[src/design/lv_pkg.sv]
// shared widths, opcode and register map enums, and frame/status structs for the lv register block
package lv_pkg;

    // ==================
    // widths
    // ==================
    localparam int REG_DW = 8;
    localparam int ADDR_W = 4;

    // command opcode, raw frame value 3 decodes as nop
    typedef enum logic [1:0] {
        OP_NOP = 2'd0,
        OP_RD  = 2'd1,
        OP_WR  = 2'd2
    } lv_op_e;

    // register map, addresses 9..15 unmapped
    typedef enum logic [ADDR_W-1:0] {
        A_STATUS1 = 4'd0,
        A_STATUS2 = 4'd1,
        A_STATUS3 = 4'd2,
        A_STATUS4 = 4'd3,
        A_BIST1   = 4'd4,
        A_BIST2   = 4'd5,
        A_MASK1   = 4'd6,
        A_MASK2   = 4'd7,
        A_CONFIG  = 4'd8
    } lv_addr_e;

    // ==================
    // structs
    // ==================
    // host frame, even parity over all 15 bits
    typedef struct packed {
        logic [1:0]        opcode;
        logic [ADDR_W-1:0] addr;
        logic [REG_DW-1:0] data;
        logic              parity;
    } lv_frame_t;

    typedef struct packed {
        lv_op_e            op;
        lv_addr_e          addr;
        logic [REG_DW-1:0] data;
        logic              mapped;
    } lv_req_t;

    typedef struct packed {
        logic [ADDR_W-1:0] addr;
        logic [REG_DW-1:0] data;
        logic              err;
    } lv_rsp_t;

    typedef struct packed {
        logic [REG_DW-1:0] status1;
        logic [REG_DW-1:0] status2;
        logic [REG_DW-1:0] status3;
        logic [REG_DW-1:0] status4;
        logic [REG_DW-1:0] bist1;
        logic [REG_DW-1:0] bist2;
    } lv_stat_t;

    // status1 flags, then status2 flags, msb first
    typedef struct packed {
        logic bist_fail;
        logic pwm_mmerr;
        logic pwm_dterr;
        logic wdg_err;
        logic com_err;
        logic crc_err;
        logic spi_err;
        logic hv_scp_flt;
        logic hv_desat_flt;
        logic hv_oc;
        logic hv_ot;
        logic hv_vcc_ov;
        logic hv_vcc_uv;
        logic lv_vsup_ov;
        logic lv_vsup_uv;
    } lv_flt_t;

endpackage
[src/design/lv_reg_top.sv]
// top of the lv register block, chains command decode, register execute and response result
`timescale 1ns/1ps

module lv_reg_top #(
    parameter int CMD_DEPTH   = 4,
    parameter int RSP_DEPTH   = 4,
    parameter int RSP_CREDITS = 2
) (
    input  logic                      i_clk,
    input  logic                      i_rst_n,
    input  logic                      i_cmd_valid,
    input  lv_pkg::lv_frame_t         i_cmd,
    output logic                      o_cmd_credit,
    input  lv_pkg::lv_stat_t          i_lv_evt,
    input  lv_pkg::lv_stat_t          i_hv_evt,
    output logic                      o_rsp_valid,
    output lv_pkg::lv_rsp_t           o_rsp,
    input  logic                      i_rsp_credit,
    output lv_pkg::lv_flt_t           o_flt,
    output logic                      o_int,
    output logic [lv_pkg::REG_DW-1:0] o_config
);
    import lv_pkg::*;

    // decode to execute
    logic    req_valid;
    lv_req_t req;
    logic    exec_ready;
    logic    par_err;

    // execute to result
    logic    rsp_push;
    lv_rsp_t rsp;
    logic    rsp_space;

    lv_cmd_decode #(.CMD_DEPTH(CMD_DEPTH)) decode_i (
        .i_clk        (i_clk),
        .i_rst_n      (i_rst_n),
        .i_cmd_valid  (i_cmd_valid),
        .i_cmd        (i_cmd),
        .o_cmd_credit (o_cmd_credit),
        .o_req_valid  (req_valid),
        .o_req        (req),
        .i_exec_ready (exec_ready),
        .o_par_err    (par_err)
    );

    lv_reg_exec exec_i (
        .i_clk        (i_clk),
        .i_rst_n      (i_rst_n),
        .i_req_valid  (req_valid),
        .i_req        (req),
        .o_exec_ready (exec_ready),
        .i_par_err    (par_err),
        .i_lv_evt     (i_lv_evt),
        .i_hv_evt     (i_hv_evt),
        .o_rsp_push   (rsp_push),
        .o_rsp        (rsp),
        .i_rsp_space  (rsp_space),
        .o_flt        (o_flt),
        .o_int        (o_int),
        .o_config     (o_config)
    );

    lv_rsp_result #(
        .RSP_DEPTH   (RSP_DEPTH),
        .RSP_CREDITS (RSP_CREDITS)
    ) result_i (
        .i_clk        (i_clk),
        .i_rst_n      (i_rst_n),
        .i_push       (rsp_push),
        .i_rsp        (rsp),
        .o_space      (rsp_space),
        .o_rsp_valid  (o_rsp_valid),
        .o_rsp        (o_rsp),
        .i_rsp_credit (i_rsp_credit)
    );

endmodule

[src/design/lv_rsp_result.sv]
// response fifo between the execute stage and the host that releases one read response per credit
`timescale 1ns/1ps

module lv_rsp_result #(
    parameter int RSP_DEPTH   = 4,
    parameter int RSP_CREDITS = 2
) (
    input  logic            i_clk,
    input  logic            i_rst_n,
    input  logic            i_push,
    input  lv_pkg::lv_rsp_t i_rsp,
    output logic            o_space,
    output logic            o_rsp_valid,
    output lv_pkg::lv_rsp_t o_rsp,
    input  logic            i_rsp_credit
);
    import lv_pkg::*;

    localparam int PTR_W  = (RSP_DEPTH > 1) ? $clog2(RSP_DEPTH) : 1;
    localparam int CNT_W  = $clog2(RSP_DEPTH + 1);
    localparam int CRED_W = $clog2(RSP_CREDITS + 1);

    lv_rsp_t           fifo_mem [RSP_DEPTH];
    logic [PTR_W-1:0]  wr_ptr;
    logic [PTR_W-1:0]  rd_ptr;
    logic [CNT_W-1:0]  count;
    logic [CRED_W-1:0] credit_q;
    logic              pop;

    function automatic logic [PTR_W-1:0] ptr_inc(input logic [PTR_W-1:0] ptr);
        if (ptr == PTR_W'(RSP_DEPTH - 1)) begin
            return '0;
        end
        return ptr + 1'b1;
    endfunction

    assign o_space = (count != CNT_W'(RSP_DEPTH));
    // one response per cycle while a credit is held
    assign pop = (count != '0) & (credit_q != '0);

    always_ff @(posedge i_clk) begin
        if (i_push) begin
            fifo_mem[wr_ptr] <= i_rsp;
        end
        if (pop) begin
            o_rsp <= fifo_mem[rd_ptr];
        end
    end

    // ==================
    // pointers and credits
    // ==================
    always_ff @(posedge i_clk or negedge i_rst_n) begin
        if (!i_rst_n) begin
            wr_ptr      <= '0;
            rd_ptr      <= '0;
            count       <= '0;
            credit_q    <= CRED_W'(RSP_CREDITS);
            o_rsp_valid <= 1'b0;
        end else begin
            if (i_push) begin
                wr_ptr <= ptr_inc(wr_ptr);
            end
            if (pop) begin
                rd_ptr <= ptr_inc(rd_ptr);
            end
            count       <= count + CNT_W'(i_push) - CNT_W'(pop);
            // returned credit and spend may share a cycle
            credit_q    <= credit_q + CRED_W'(i_rsp_credit) - CRED_W'(pop);
            o_rsp_valid <= pop;
        end
    end

    a_credit_max: assert property (@(posedge i_clk) disable iff (!i_rst_n)
        credit_q <= CRED_W'(RSP_CREDITS))
        else $error("host returned more response credits than issued");

    // execute pushes only while a slot is free
    a_push_space: assert property (@(posedge i_clk) disable iff (!i_rst_n)
        i_push |-> o_space)
        else $error("response pushed without space");

endmodule

[src/design/lv_reg_exec.sv]
// register execute stage used by the top level to keep sticky lv/hv status and run host reads and writes
`timescale 1ns/1ps

module lv_reg_exec (
    input  logic                      i_clk,
    input  logic                      i_rst_n,
    input  logic                      i_req_valid,
    input  lv_pkg::lv_req_t           i_req,
    output logic                      o_exec_ready,
    input  logic                      i_par_err,
    input  lv_pkg::lv_stat_t          i_lv_evt,
    input  lv_pkg::lv_stat_t          i_hv_evt,
    output logic                      o_rsp_push,
    output lv_pkg::lv_rsp_t           o_rsp,
    input  logic                      i_rsp_space,
    output lv_pkg::lv_flt_t           o_flt,
    output logic                      o_int,
    output logic [lv_pkg::REG_DW-1:0] o_config
);
    import lv_pkg::*;

    lv_stat_t          lv_stat_q;
    lv_stat_t          hv_stat_q;
    lv_stat_t          merged;
    lv_stat_t          lv_set;
    lv_stat_t          clr;
    logic [REG_DW-1:0] mask1_q;
    logic [REG_DW-1:0] mask2_q;
    logic [REG_DW-1:0] cfg_q;
    logic              req_fire;
    logic              wr_fire;

    // reads wait for a result slot while writes and nops never do
    assign o_exec_ready = (i_req.op != OP_RD) | i_rsp_space;
    assign req_fire     = i_req_valid & o_exec_ready;
    assign wr_fire      = req_fire & (i_req.op == OP_WR) & i_req.mapped;
    assign o_rsp_push   = req_fire & (i_req.op == OP_RD);
    assign o_config     = cfg_q;

    // ==================
    // sticky status
    // ==================
    // dropped frame reports as com_err on the lv side
    always_comb begin
        lv_set            = i_lv_evt;
        lv_set.status1[2] = i_lv_evt.status1[2] | i_par_err;
    end

    // write-1-to-clear hits the same bits on both copies
    always_comb begin
        clr = '0;
        if (wr_fire) begin
            case (i_req.addr)
                A_STATUS1: clr.status1 = i_req.data;
                A_STATUS2: clr.status2 = i_req.data;
                A_STATUS3: clr.status3 = i_req.data;
                A_STATUS4: clr.status4 = i_req.data;
                A_BIST1:   clr.bist1   = i_req.data;
                A_BIST2:   clr.bist2   = i_req.data;
                default:   clr         = '0;
            endcase
        end
    end

    // set after clear so a same-cycle event survives
    always_ff @(posedge i_clk or negedge i_rst_n) begin
        if (!i_rst_n) begin
            lv_stat_q <= '0;
            hv_stat_q <= '0;
        end else begin
            lv_stat_q <= (lv_stat_q & ~clr) | lv_set;
            hv_stat_q <= (hv_stat_q & ~clr) | i_hv_evt;
        end
    end

    // ==================
    // mask and config
    // ==================
    always_ff @(posedge i_clk or negedge i_rst_n) begin
        if (!i_rst_n) begin
            mask1_q <= '0;
            mask2_q <= '0;
            cfg_q   <= '0;
        end else if (wr_fire) begin
            case (i_req.addr)
                A_MASK1:  mask1_q <= i_req.data;
                A_MASK2:  mask2_q <= i_req.data;
                A_CONFIG: cfg_q   <= i_req.data;
                default:  cfg_q   <= cfg_q;
            endcase
        end
    end

    // unmapped reads give err and zero data
    always_comb begin
        o_rsp.addr = i_req.addr;
        o_rsp.data = '0;
        o_rsp.err  = ~i_req.mapped;
        if (i_req.mapped) begin
            case (i_req.addr)
                A_STATUS1: o_rsp.data = merged.status1;
                A_STATUS2: o_rsp.data = merged.status2;
                A_STATUS3: o_rsp.data = merged.status3;
                A_STATUS4: o_rsp.data = merged.status4;
                A_BIST1:   o_rsp.data = merged.bist1;
                A_BIST2:   o_rsp.data = merged.bist2;
                A_MASK1:   o_rsp.data = mask1_q;
                A_MASK2:   o_rsp.data = mask2_q;
                A_CONFIG:  o_rsp.data = cfg_q;
                default:   o_rsp.data = '0;
            endcase
        end
    end

    lv_com_rd_reg_proc rd_proc_i (
        .i_lv_stat (lv_stat_q),
        .i_hv_stat (hv_stat_q),
        .i_mask1   (mask1_q),
        .i_mask2   (mask2_q),
        .o_merged  (merged),
        .o_flt     (o_flt),
        .o_int     (o_int)
    );

endmodule

[src/design/lv_cmd_decode.sv]
// command buffer in front of the register block, checks parity and decodes frames into requests
`timescale 1ns/1ps

module lv_cmd_decode #(
    parameter int CMD_DEPTH = 4
) (
    input  logic               i_clk,
    input  logic               i_rst_n,
    input  logic               i_cmd_valid,
    input  lv_pkg::lv_frame_t  i_cmd,
    output logic               o_cmd_credit,
    output logic               o_req_valid,
    output lv_pkg::lv_req_t    o_req,
    input  logic               i_exec_ready,
    output logic               o_par_err
);
    import lv_pkg::*;

    localparam int PTR_W = (CMD_DEPTH > 1) ? $clog2(CMD_DEPTH) : 1;
    localparam int CNT_W = $clog2(CMD_DEPTH + 1);

    lv_frame_t        fifo_mem [CMD_DEPTH];
    logic [PTR_W-1:0] wr_ptr;
    logic [PTR_W-1:0] rd_ptr;
    logic [CNT_W-1:0] count;
    lv_frame_t        head;
    logic             empty;
    logic             full;
    logic             head_par_ok;
    logic             push;
    logic             pop;

    function automatic logic [PTR_W-1:0] ptr_inc(input logic [PTR_W-1:0] ptr);
        if (ptr == PTR_W'(CMD_DEPTH - 1)) begin
            return '0;
        end
        return ptr + 1'b1;
    endfunction

    // ==================
    // buffer control
    // ==================
    assign empty = (count == '0);
    assign full  = (count == CNT_W'(CMD_DEPTH));
    assign push  = i_cmd_valid & ~full;
    assign head  = fifo_mem[rd_ptr];

    // even parity, xor of the whole frame is zero
    assign head_par_ok = ~^head;
    assign o_req_valid = ~empty & head_par_ok;
    assign o_par_err   = ~empty & ~head_par_ok;
    // bad frames leave without waiting for execute
    assign pop = o_par_err | (o_req_valid & i_exec_ready);

    always_ff @(posedge i_clk) begin
        if (push) begin
            fifo_mem[wr_ptr] <= i_cmd;
        end
    end

    always_ff @(posedge i_clk or negedge i_rst_n) begin
        if (!i_rst_n) begin
            wr_ptr       <= '0;
            rd_ptr       <= '0;
            count        <= '0;
            o_cmd_credit <= 1'b0;
        end else begin
            if (push) begin
                wr_ptr <= ptr_inc(wr_ptr);
            end
            if (pop) begin
                rd_ptr <= ptr_inc(rd_ptr);
            end
            count        <= count + CNT_W'(push) - CNT_W'(pop);
            o_cmd_credit <= pop;
        end
    end

    // ==================
    // head decode
    // ==================
    always_comb begin
        o_req.data   = head.data;
        o_req.addr   = lv_addr_e'(head.addr);
        o_req.mapped = (head.addr <= A_CONFIG);
        case (head.opcode)
            OP_RD:   o_req.op = OP_RD;
            OP_WR:   o_req.op = OP_WR;
            default: o_req.op = OP_NOP;
        endcase
    end

    // host must hold a credit before it sends
    a_no_overflow: assert property (@(posedge i_clk) disable iff (!i_rst_n)
        i_cmd_valid |-> !full)
        else $error("command pushed into full buffer");

endmodule

[src/design/lv_com_rd_reg_proc.sv]
// merges lv and hv status copies and masks them into fault flags and the interrupt
`timescale 1ns/1ps

module lv_com_rd_reg_proc (
    input  lv_pkg::lv_stat_t          i_lv_stat,
    input  lv_pkg::lv_stat_t          i_hv_stat,
    input  logic [lv_pkg::REG_DW-1:0] i_mask1,
    input  logic [lv_pkg::REG_DW-1:0] i_mask2,
    output lv_pkg::lv_stat_t          o_merged,
    output lv_pkg::lv_flt_t           o_flt,
    output logic                      o_int
);
    import lv_pkg::*;

    logic [REG_DW-1:0] en1;
    logic [REG_DW-1:0] en2;

    // ==================
    // lv/hv merge
    // ==================
    assign o_merged = i_lv_stat | i_hv_stat;

    // mask bit set means flag suppressed
    assign en1 = o_merged.status1 & ~i_mask1;
    assign en2 = o_merged.status2 & ~i_mask2;

    // ==================
    // fault flags
    // ==================
    // status1 bit 6 is reserved, no flag
    assign o_flt.bist_fail = en1[7];
    assign o_flt.pwm_mmerr = en1[5];
    assign o_flt.pwm_dterr = en1[4];
    assign o_flt.wdg_err   = en1[3];
    assign o_flt.com_err   = en1[2];
    assign o_flt.crc_err   = en1[1];
    assign o_flt.spi_err   = en1[0];

    assign o_flt.hv_scp_flt   = en2[7];
    assign o_flt.hv_desat_flt = en2[6];
    assign o_flt.hv_oc        = en2[5];
    assign o_flt.hv_ot        = en2[4];
    assign o_flt.hv_vcc_ov    = en2[3];
    assign o_flt.hv_vcc_uv    = en2[2];
    assign o_flt.lv_vsup_ov   = en2[1];
    assign o_flt.lv_vsup_uv   = en2[0];

    // any enabled fault raises the interrupt
    assign o_int = |o_flt;

endmodule

[config.mk]
export PLATFORM = sky130hd
export DESIGN_NAME = lv_reg_top
export DESIGN_NICKNAME = d
export VERILOG_FILES = /design/src/design/lv_pkg.sv /design/src/design/lv_reg_top.sv /design/src/design/lv_rsp_result.sv /design/src/design/lv_reg_exec.sv /design/src/design/lv_cmd_decode.sv /design/src/design/lv_com_rd_reg_proc.sv
export SDC_FILE = /design/constraint.sdc
export NUM_CORES = 1
export LEC_CHECK = 0
export BUFFER_PORTS_ARGS = -buffer_cell sky130_fd_sc_hd__buf_2
export CELL_PAD_IN_SITES_DETAIL_PLACEMENT = 0
export CELL_PAD_IN_SITES_GLOBAL_PLACEMENT = 1
export CORE_UTILIZATION = 51
export CTS_CLUSTER_SIZE = 20
export DETAILED_ROUTE_END_ITERATION = 10
export PLACE_DENSITY_LB_ADDON = 0.1
export RECOVER_POWER = 50
export SLEW_MARGIN = 20
export SYNTH_ARGS = -nofsm -noshare
export SYNTH_HDL_FRONTEND = slang
export SYNTH_HIERARCHICAL = 1
export SYNTH_SLANG_ARGS = --single-unit
[constraint.sdc]
create_clock -name i_clk -period 8.35 [get_ports i_clk]
set_input_delay 1.67 -clock i_clk [delete_from_list [all_inputs] [get_ports i_clk]]
set_output_delay 1.67 -clock i_clk [all_outputs]
set_load 0.005 [all_outputs]
==> results of run 1 <==
## metal layers
metal	share of wire (%)	global-route usage [%]
met4	1.8	6.25
met2	47	37.8
met5	0	0
met3	6.0	3.92
met1	45	32.7
## power groups by stage
stage	registers, mW	logic [mW]	clock network, mW
floorplan	1.85	1.46	0
detailed placement	1.95	1.85	0
CTS	1.92	1.85	1.27
global route	1.95	1.98	1.32
global placement	1.93	1.79	0
finish	1.91	1.82	1.24
## final cells by class
| type | count | area, um2 | share of cell area (%) |
|---|---|---|---|
| clock inverter | 11 | 128 | 0.973 |
| inverter | 28 | 105 | 0.801 |
| tap | 280 | 350 | 2.67 |
| timing repair buffer | 154 | 732 | 5.58 |
| clock buffer | 41 | 820 | 6.25 |
| multi-input combinational | 449 | 3780 | 28.8 |
| sequential | 263 | 7210 | 54.9 |
| antenna | 1 | 2.50 | 0.0191 |
## final timing paths
path                                     startpoint                    to  slack (ns)  cells after the start
worst min register to register  exec_i/lv_stat_q[3]   exec_i/lv_stat_q[3]        0.47                      1
worst max register to register   decode_i/rd_ptr[0]     exec_i/mask2_q[2]        3.60                      9
worst min-delay path            exec_i/lv_stat_q[3]   exec_i/lv_stat_q[3]        0.47                      1
max in group i_clk               decode_i/rd_ptr[0]     exec_i/mask2_q[2]        3.60                      9
worst max-delay path                        i_rst_n     exec_i/mask1_q[4]        2.85                      2
min in group asynchronous                   i_rst_n  exec_i/lv_stat_q[45]        2.19                      1
## flip-flops by register name, summed over array words and instances (netlist names), 3 cells and up
register and count:
exec_i/lv_stat_q 48, exec_i/hv_stat_q 48, exec_i/mask2_q 8, decode_i/fifo_mem 60
exec_i/mask1_q 8, exec_i/o_config 8, result_i/fifo_mem 52, result_i/o_rsp 13
result_i/count 3, decode_i/count 3
## through the flow
| step | setup slack [ns] | power [mW] | cells |
|---|---|---|---|
| final | 2.85 | 4.97 | 1227 |
| after global routing | 1.92 | 5.25 | 1226 |
| after CTS | 3.55 | 5.05 | 1226 |
| after detailed placement | 3.58 | 3.79 | 1174 |
| after global placement | 3.70 | 3.72 | 1174 |
| after floorplan | 4.82 | 3.30 | 768 |
## kinds of logic after synthesis
| group | count (synthesis) | synth area share [%] |
|---|---|---|
| flip-flops | 263 | 63.7 |
| AND/OR/NAND/NOR | 180 | 8.84 |
| AO/OA/AOI/OAI | 168 | 11.5 |
| multiplexers | 69 | 9.75 |
| buffers and inverters | 56 | 2.69 |
| XOR/XNOR | 16 | 1.62 |
| adder cells (fa/ha/maj) | 16 | 1.90 |
## cell usage after synthesis, types with 2 or more instances
| master | count | area [um2] |
|---|---|---|
| sky130_fd_sc_hd__xnor2_1 | 12 | 105 |
| sky130_fd_sc_hd__buf_6 | 5 | 56.3 |
| sky130_fd_sc_hd__a21o_1 | 95 | 713 |
| sky130_fd_sc_hd__o21ai_0 | 6 | 30.0 |
| sky130_fd_sc_hd__buf_2 | 5 | 25.0 |
| sky130_fd_sc_hd__ha_1 | 14 | 175 |
| sky130_fd_sc_hd__and4b_1 | 2 | 20.0 |
| sky130_fd_sc_hd__mux4_1 | 5 | 131 |
| sky130_fd_sc_hd__a32oi_1 | 3 | 26.3 |
| sky130_fd_sc_hd__inv_1 | 26 | 97.6 |
| sky130_fd_sc_hd__nor2_4 | 4 | 45.0 |
| sky130_fd_sc_hd__nand2b_1 | 3 | 18.8 |
| sky130_fd_sc_hd__o21bai_2 | 2 | 22.5 |
| sky130_fd_sc_hd__mux2_4 | 2 | 30.0 |
| sky130_fd_sc_hd__a31oi_1 | 4 | 25.0 |
| sky130_fd_sc_hd__o21ai_1 | 2 | 10.0 |
| sky130_fd_sc_hd__nor2_2 | 2 | 12.5 |
| sky130_fd_sc_hd__a22o_1 | 6 | 52.6 |
| sky130_fd_sc_hd__inv_2 | 2 | 7.51 |
| sky130_fd_sc_hd__nor3_1 | 5 | 25.0 |
| sky130_fd_sc_hd__nor2b_1 | 8 | 50.1 |
| sky130_fd_sc_hd__nor2_1 | 17 | 63.8 |
| sky130_fd_sc_hd__o32ai_1 | 2 | 17.5 |
| sky130_fd_sc_hd__and2_1 | 17 | 106 |
| sky130_fd_sc_hd__or2_1 | 45 | 282 |
| sky130_fd_sc_hd__a21oi_1 | 7 | 35.0 |
| sky130_fd_sc_hd__fa_1 | 2 | 40.0 |
| sky130_fd_sc_hd__a2bb2oi_1 | 6 | 52.6 |
| sky130_fd_sc_hd__a22oi_1 | 9 | 67.6 |
| sky130_fd_sc_hd__buf_4 | 9 | 67.6 |
| sky130_fd_sc_hd__mux2i_1 | 13 | 130 |
| sky130_fd_sc_hd__o32a_1 | 3 | 30.0 |
| sky130_fd_sc_hd__mux2_2 | 26 | 293 |
| sky130_fd_sc_hd__o22a_1 | 2 | 17.5 |
| sky130_fd_sc_hd__clkbuf_1 | 8 | 30.0 |
| sky130_fd_sc_hd__edfxtp_1 | 125 | 3750 |
| sky130_fd_sc_hd__o2111ai_1 | 2 | 17.5 |
| sky130_fd_sc_hd__mux4_2 | 23 | 518 |
| sky130_fd_sc_hd__dfrtp_1 | 137 | 3430 |
| sky130_fd_sc_hd__o21bai_1 | 9 | 67.6 |
| sky130_fd_sc_hd__xnor3_1 | 2 | 45.0 |
| sky130_fd_sc_hd__nand2_1 | 61 | 229 |
## layout by cell type (no fill, tap or decap), drive strengths merged, types with 4 or more instances in the layout
cell type	synthesis	routed
a21o	96	96
a21oi	7	7
a22o	6	6
a22oi	9	9
a2bb2oi	6	6
a31oi	4	4
and2	18	18
buf	20	122
clkbuf	8	73
clkinv	0	5
dfrtp	137	137
edfxtp	125	125
ha	14	14
inv	28	29
mux2	28	28
mux2i	13	13
mux4	28	28
nand2	63	63
nand2b	4	4
nor2	23	23
nor2b	8	8
nor3	7	7
o21ai	8	8
o21bai	12	12
or2	46	46
xnor2	12	12
==> metrics.yaml, run 1 <==
final.hold.worst_slack_ns: 0.466
fin_area_mm2: 0.0131
seq_area_frac_synth_pct: 63.7
pwr-share-seq_pct: 38.5
combinationalPowerShare_pct: 36.5
path_buf_inv: 2
cp_slowest_stage_delay_ns: 2.23
initialDrtViolationCount: 336
core.rowCount: 54
achievable-frequency_mhz: 182
synth_enable_flop_cells: 125
post_cts_resize_count: 0
rsz0062_at_grt: "false"
ant_nets: 0
worstSetupPathType: "in -> async"
grt_antenna_before_repair: 1
worst-slew-pin-transition_ns: 3.23
timing.critical_path.cells: "clkbuf_1 -> clkbuf_2"
relSlewSlack_pct: -115
vdd.ir_drop.worst_v: 0.000219
placement.io_buffers: 153
distinct_cells_synth: 72
final.period_utilization_pct: 65.9
worst_ep_arrival_time_ns: 5.74
switching_share_pct: 34.4
min_tclk_post_route_ns: 5.50
worstHoldPathType: "reg -> reg"
critPathTopFamily: "buffers and inverters"
violations: "capacitance limit, slew limit"
postSynthCellCount: 768
gr-usage-all-layers_pct: 23.3
worstPathRequired_ns: 8.58
initial_utilization_pct: 52.0
synth_warnings: 6
area.growth.synth_to_final_pct: 16.0
static-leakage-power_nw: 4.74
cts_post_setup_buffers_inserted: 0
floorplan.die.width_um: 151
clock_root_buffer: "sky130_fd_sc_hd__clkbuf_16"
final_routed_drc_violation_total: 0
synthesized_area_mm2: 0.0113
post_route_cells_drive_above_1_share_pct: 25.6
hold_viol_final: 0
power_per_cell_area_mw_per_mm2: 379
fin_worst_skew_ns: 0.0194
placement.cell_area_mm2: 0.0122
clk-insertion-delay-late_ns: 0.54
design.die.area_mm2: 0.0228
max_cap_violations: 2
synthArstFlopShare_pct: 52.5
number_of_global_route_vias_before_repair: 7110
worst_setup_path_end_kind: "asynchronous set/reset pin"
io_pins: 154
fp.dieH_um: 151
timing.final.setup_violations: 0
path_max_fanout: 83
start_kind: "primary input"
nFillCells: 1742
totalNegativeSetupSlack_ns: 0
grt_first_pass_wirelength_um: 39400
vias: 6874
cts-htree-levels: 1
tritoncts_num_sinks: 263
syn_avg_cell_area_um2: 14.7
crit_path_top_delay_cell: "sky130_fd_sc_hd__clkbuf_1"
totalWireLength_um: 25700
run_status: "complete, but fails checks"
cts_buffers: 28
power.internal_mw: 3.27
power.clock.fraction_pct: 25.0
clk_path_buf_depth: 3
drt-wirelength-per-cell_um: 20.9
grt_start_max_net_pins: 84
design.core.area_mm2: 0.0218
first_pass_iters: 4
postSynth.topFlopCell: "sky130_fd_sc_hd__dfrtp_1"
syn-num-nets: 899
post-dp-hpwl_um: 18400
net-switching-power_mw: 1.71
gr-total-overflow: 0
finalWeightedCongestion: 0.835
fin_nets: 1055
holdBufCountCts: 0
report.final.slew_viol_count: 141
clk_pin_slew_ns: 0.06
cts_tree: "built"
synth_seq_cells: 263
finish.utilization_pct: 60.3
detail_route.vias_per_cell: 5.60
(Power assumes the default switching activity.)
==> run 2, diff against run 1 <==
- CORE_UTILIZATION: 51 -> 48
- clock period: 8.35 -> 5.4 ns (I/O delays scaled with it)
==> run 2 against run 1 <==
The run still ends with capacitance limit, slew limit left. Design area is essentially flat. Clock-buffer cell count decreased by 8. Die area up 6.2%. Clock skew decreased by 0.011 ns. Sequential share of layout area hardly changed. Utilization decreased by 2.9 points. Routed wire length up 1.7%.
==> metrics.yaml, run 2 (synthesized netlist as in run 1, its figures left out) <==
run_status: "complete, but fails checks"  # unchanged
violations: "capacitance limit, slew limit"  # unchanged
critPathTopFamily: "simple AND/OR/NAND/NOR gates"  # was buffers and inverters
totalWireLength_um: 26100  # was 25700 um
fin_worst_skew_ns: 0.00819  # was 0.0194 ns
final_routed_drc_violation_total: 0  # unchanged
detail_route.vias_per_cell: 5.45  # was 5.60
totalNegativeSetupSlack_ns: 0  # unchanged
timing.final.setup_violations: 0  # unchanged
core.rowCount: 55  # was 54
grt_first_pass_wirelength_um: 40600  # was 39400 um
cts_post_setup_buffers_inserted: 0  # unchanged
path_buf_inv: 1  # was 2
power_per_cell_area_mw_per_mm2: 582  # was 379 mW/mm2
relSlewSlack_pct: -94.6  # was -115%
post-dp-hpwl_um: 18600  # was 18400 um
fin_nets: 1057  # was 1055
first_pass_iters: 5  # was 4
initialDrtViolationCount: 346  # was 336
cp_slowest_stage_delay_ns: 0.91  # was 2.23 ns
max_cap_violations: 2  # unchanged
met2_routed_length_um: 12300  # was 12100 um
min-delay-start: "exec_i/lv_stat_q[11]"  # was exec_i/lv_stat_q[3]
reg2reg_setup_slack_ns: 0.89  # was 3.60 ns
start_kind: "flop"  # was primary input
report.final.slew_viol_count: 83  # was 141
reg_top3: "decode_i/fifo_mem x60, result_i/fifo_mem x52"  # unchanged
whs_path_depth: 1  # unchanged
worstPathRequired_ns: 5.81  # was 8.58 ns
max_flop_register: "decode_i/fifo_mem"  # unchanged
ant_nets: 0  # unchanged
worst-path-stages: 7  # was 2
route.layer.met1.wl_um: 11900  # was 11500 um
n_antenna_cell: 0  # was 1
worst_setup_path_end_kind: "flop"  # was asynchronous set/reset pin
tritoncts_num_sinks: 263  # unchanged
drt-wirelength-per-cell_um: 20.7  # was 20.9 um
area.growth.synth_to_final_pct: 16.0  # about the same
reg2reg_to: "exec_i/mask2_q[1]"  # was exec_i/mask2_q[2]
worst_ep_arrival_time_ns: 4.92  # was 5.74 ns
worstHoldPathType: "reg -> reg"  # unchanged
finalWeightedCongestion: 0.776  # was 0.835
io_pins: 154  # unchanged
design.die.area_mm2: 0.0242  # was 0.0228 mm2
worst-slew-pin-transition_ns: 2.92  # was 3.23 ns
rsz0062_at_grt: "false"  # unchanged
fin_total_pwr_mw: 7.64  # was 4.97 mW
grt_antenna_before_repair: 0  # was 1
clk-insertion-delay-late_ns: 0.53  # was 0.54 ns
vias: 6875  # was 6874
clock_root_buffer: "sky130_fd_sc_hd__clkbuf_16"  # unchanged
initial_utilization_pct: 49.5  # was 52.0%
largest_register_ffs: 60  # unchanged
post_cts_resize_count: 0  # unchanged
floorplan.die.width_um: 155  # was 151 um
cts-htree-levels: 1  # unchanged
number_of_global_route_vias_before_repair: 7335  # was 7110
gr-total-overflow: 0  # unchanged
min_tclk_post_route_ns: 4.51
grt_start_max_net_pins: 86  # was 84
holdBufCountCts: 0  # unchanged
holdPathEnd: "exec_i/lv_stat_q[11]"  # was exec_i/lv_stat_q[3]
hold_viol_final: 0  # unchanged
placement.io_buffers: 153  # unchanged
achievable-frequency_mhz: 222
worstSetupPathType: "reg -> reg"  # was in -> async
design.core.area_mm2: 0.0228  # was 0.0218 mm2
dr.max_layer_used: "met4"  # unchanged
fp.dieH_um: 155  # was 151 um
layout_common_cells: "137 x sky130_fd_sc_hd__dfrtp_1, 129 x sky130_fd_sc_hd__buf_2, 125 x sky130_fd_sc_hd__edfxtp_1, 95 x sky130_fd_sc_hd__a21o_1, 61 x sky130_fd_sc_hd__nand2_1"  # was 137 x sky130_fd_sc_hd__dfrtp_1, 125 x sky130_fd_sc_hd__edfxtp_1, 122 x sky130_fd_sc_hd__buf_2, 95 x sky130_fd_sc_hd__a21o_1, 61 x sky130_fd_sc_hd__nand2_1
post_route_cells_drive_above_1_share_pct: 25.9  # was 25.6%
timing.critical_path.cells: "mux4_2 -> clkbuf_1 -> o31ai_1 -> and4b_1 -> nand2_2 -> nor2_4 -> mux2_2"  # was clkbuf_1 -> clkbuf_2
met3WireLength_um: 1470  # was 1550 um
path_max_fanout: 27  # was 83
cts_tree: "built"  # unchanged
cts_buffers: 28  # unchanged
crit_path_top_delay_cell: "sky130_fd_sc_hd__o31ai_1"  # was sky130_fd_sc_hd__clkbuf_1
worstRegToRegCells: 7  # was 9
worstSetupStartpoint: "decode_i/rd_ptr[1]"  # was i_rst_n
vdd.ir_drop.worst_v: 0.000372  # was 0.000219 V
reg2reg_from: "decode_i/rd_ptr[1]"  # was decode_i/rd_ptr[0]
final_common_cell: "sky130_fd_sc_hd__dfrtp_1"  # unchanged
static-leakage-power_nw: 4.74  # about the same
final.period_utilization_pct: 83.5
clk_path_buf_depth: 3  # unchanged
gr-usage-all-layers_pct: 22.4  # was 23.3%
clk_pin_slew_ns: 0.06  # about the same
-- run 2: cell types whose count changed in the layout (fill, tap and decap cells not counted), moves of 3 or more --
cell,delta
sky130_fd_sc_hd__buf_2,+7
sky130_fd_sc_hd__clkbuf_8,-5
sky130_fd_sc_hd__clkinv_1,+8
sky130_fd_sc_hd__clkbuf_1,-10
sky130_fd_sc_hd__clkinv_2,+3
-- run 2: power by group --
part | leakage, nW | total [mW] | switching (mW) | internal (mW)
clock network | 0.429 | 1.79 | 0.747 | 1.05
registers | 2.53 | 2.94 | 0.260 | 2.68
logic | 1.77 | 2.90 | 1.67 | 1.23
total | 4.74 | 7.64 | 2.67 | 4.96
-- run 2: how the worst max path moves through the flow --
stage | to | slack [ns]
finish | exec_i/mask2_q[1] | 0.89
detailed placement | exec_i/mask2_q[1] | 0.97
CTS | exec_i/mask1_q[7] | 0.98
global route | exec_i/mask2_q[7] | 0.70
global placement | exec_i/mask2_q[7] | 1.16
floorplan | decode_i/count[2] | 1.87
-- run 2: cell type report --
cell class	instances	area, um2
Timing Repair Buffer	156	758
Inverter	28	105
Fill cell	1908	9730
Clock buffer	33	761
Sequential cell	263	7210
Tap cell	313	392
Clock inverter	19	118
Multi-Input combinational cell	449	3780
-- run 2: layer usage --
metal,up-vias,global-route usage (%)
met3,44,3.48
met4,0,5.04
met5,-,0
li1,3136,-
met1,3457,31.7
met2,238,36.6
-- run 2: worst register-to-register path: stages (launching register included) --
cell                       delay (ns)
sky130_fd_sc_hd__dfrtp_1         0.80
sky130_fd_sc_hd__mux4_2          0.44
sky130_fd_sc_hd__clkbuf_1        0.73
sky130_fd_sc_hd__o31ai_1         0.92
sky130_fd_sc_hd__and4b_1         0.65
sky130_fd_sc_hd__nand2_2         0.20
sky130_fd_sc_hd__nor2_4          0.26
sky130_fd_sc_hd__mux2_2          0.38
-- run 2: through the flow --
stage	std cells	hold WS, ns	setup WS, ns	cell area [um2]	utilization, %
after global placement	1209	0.450	1.16	12300	53.8
after CTS	1261	0.471	0.977	13200	57.7
after floorplan	768	0.441	1.87	11300	-
after detailed placement	1209	0.457	0.973	12300	53.8
after global routing	1261	0.478	0.702	13100	57.4
final	1261	0.465	0.894	13100	57.4
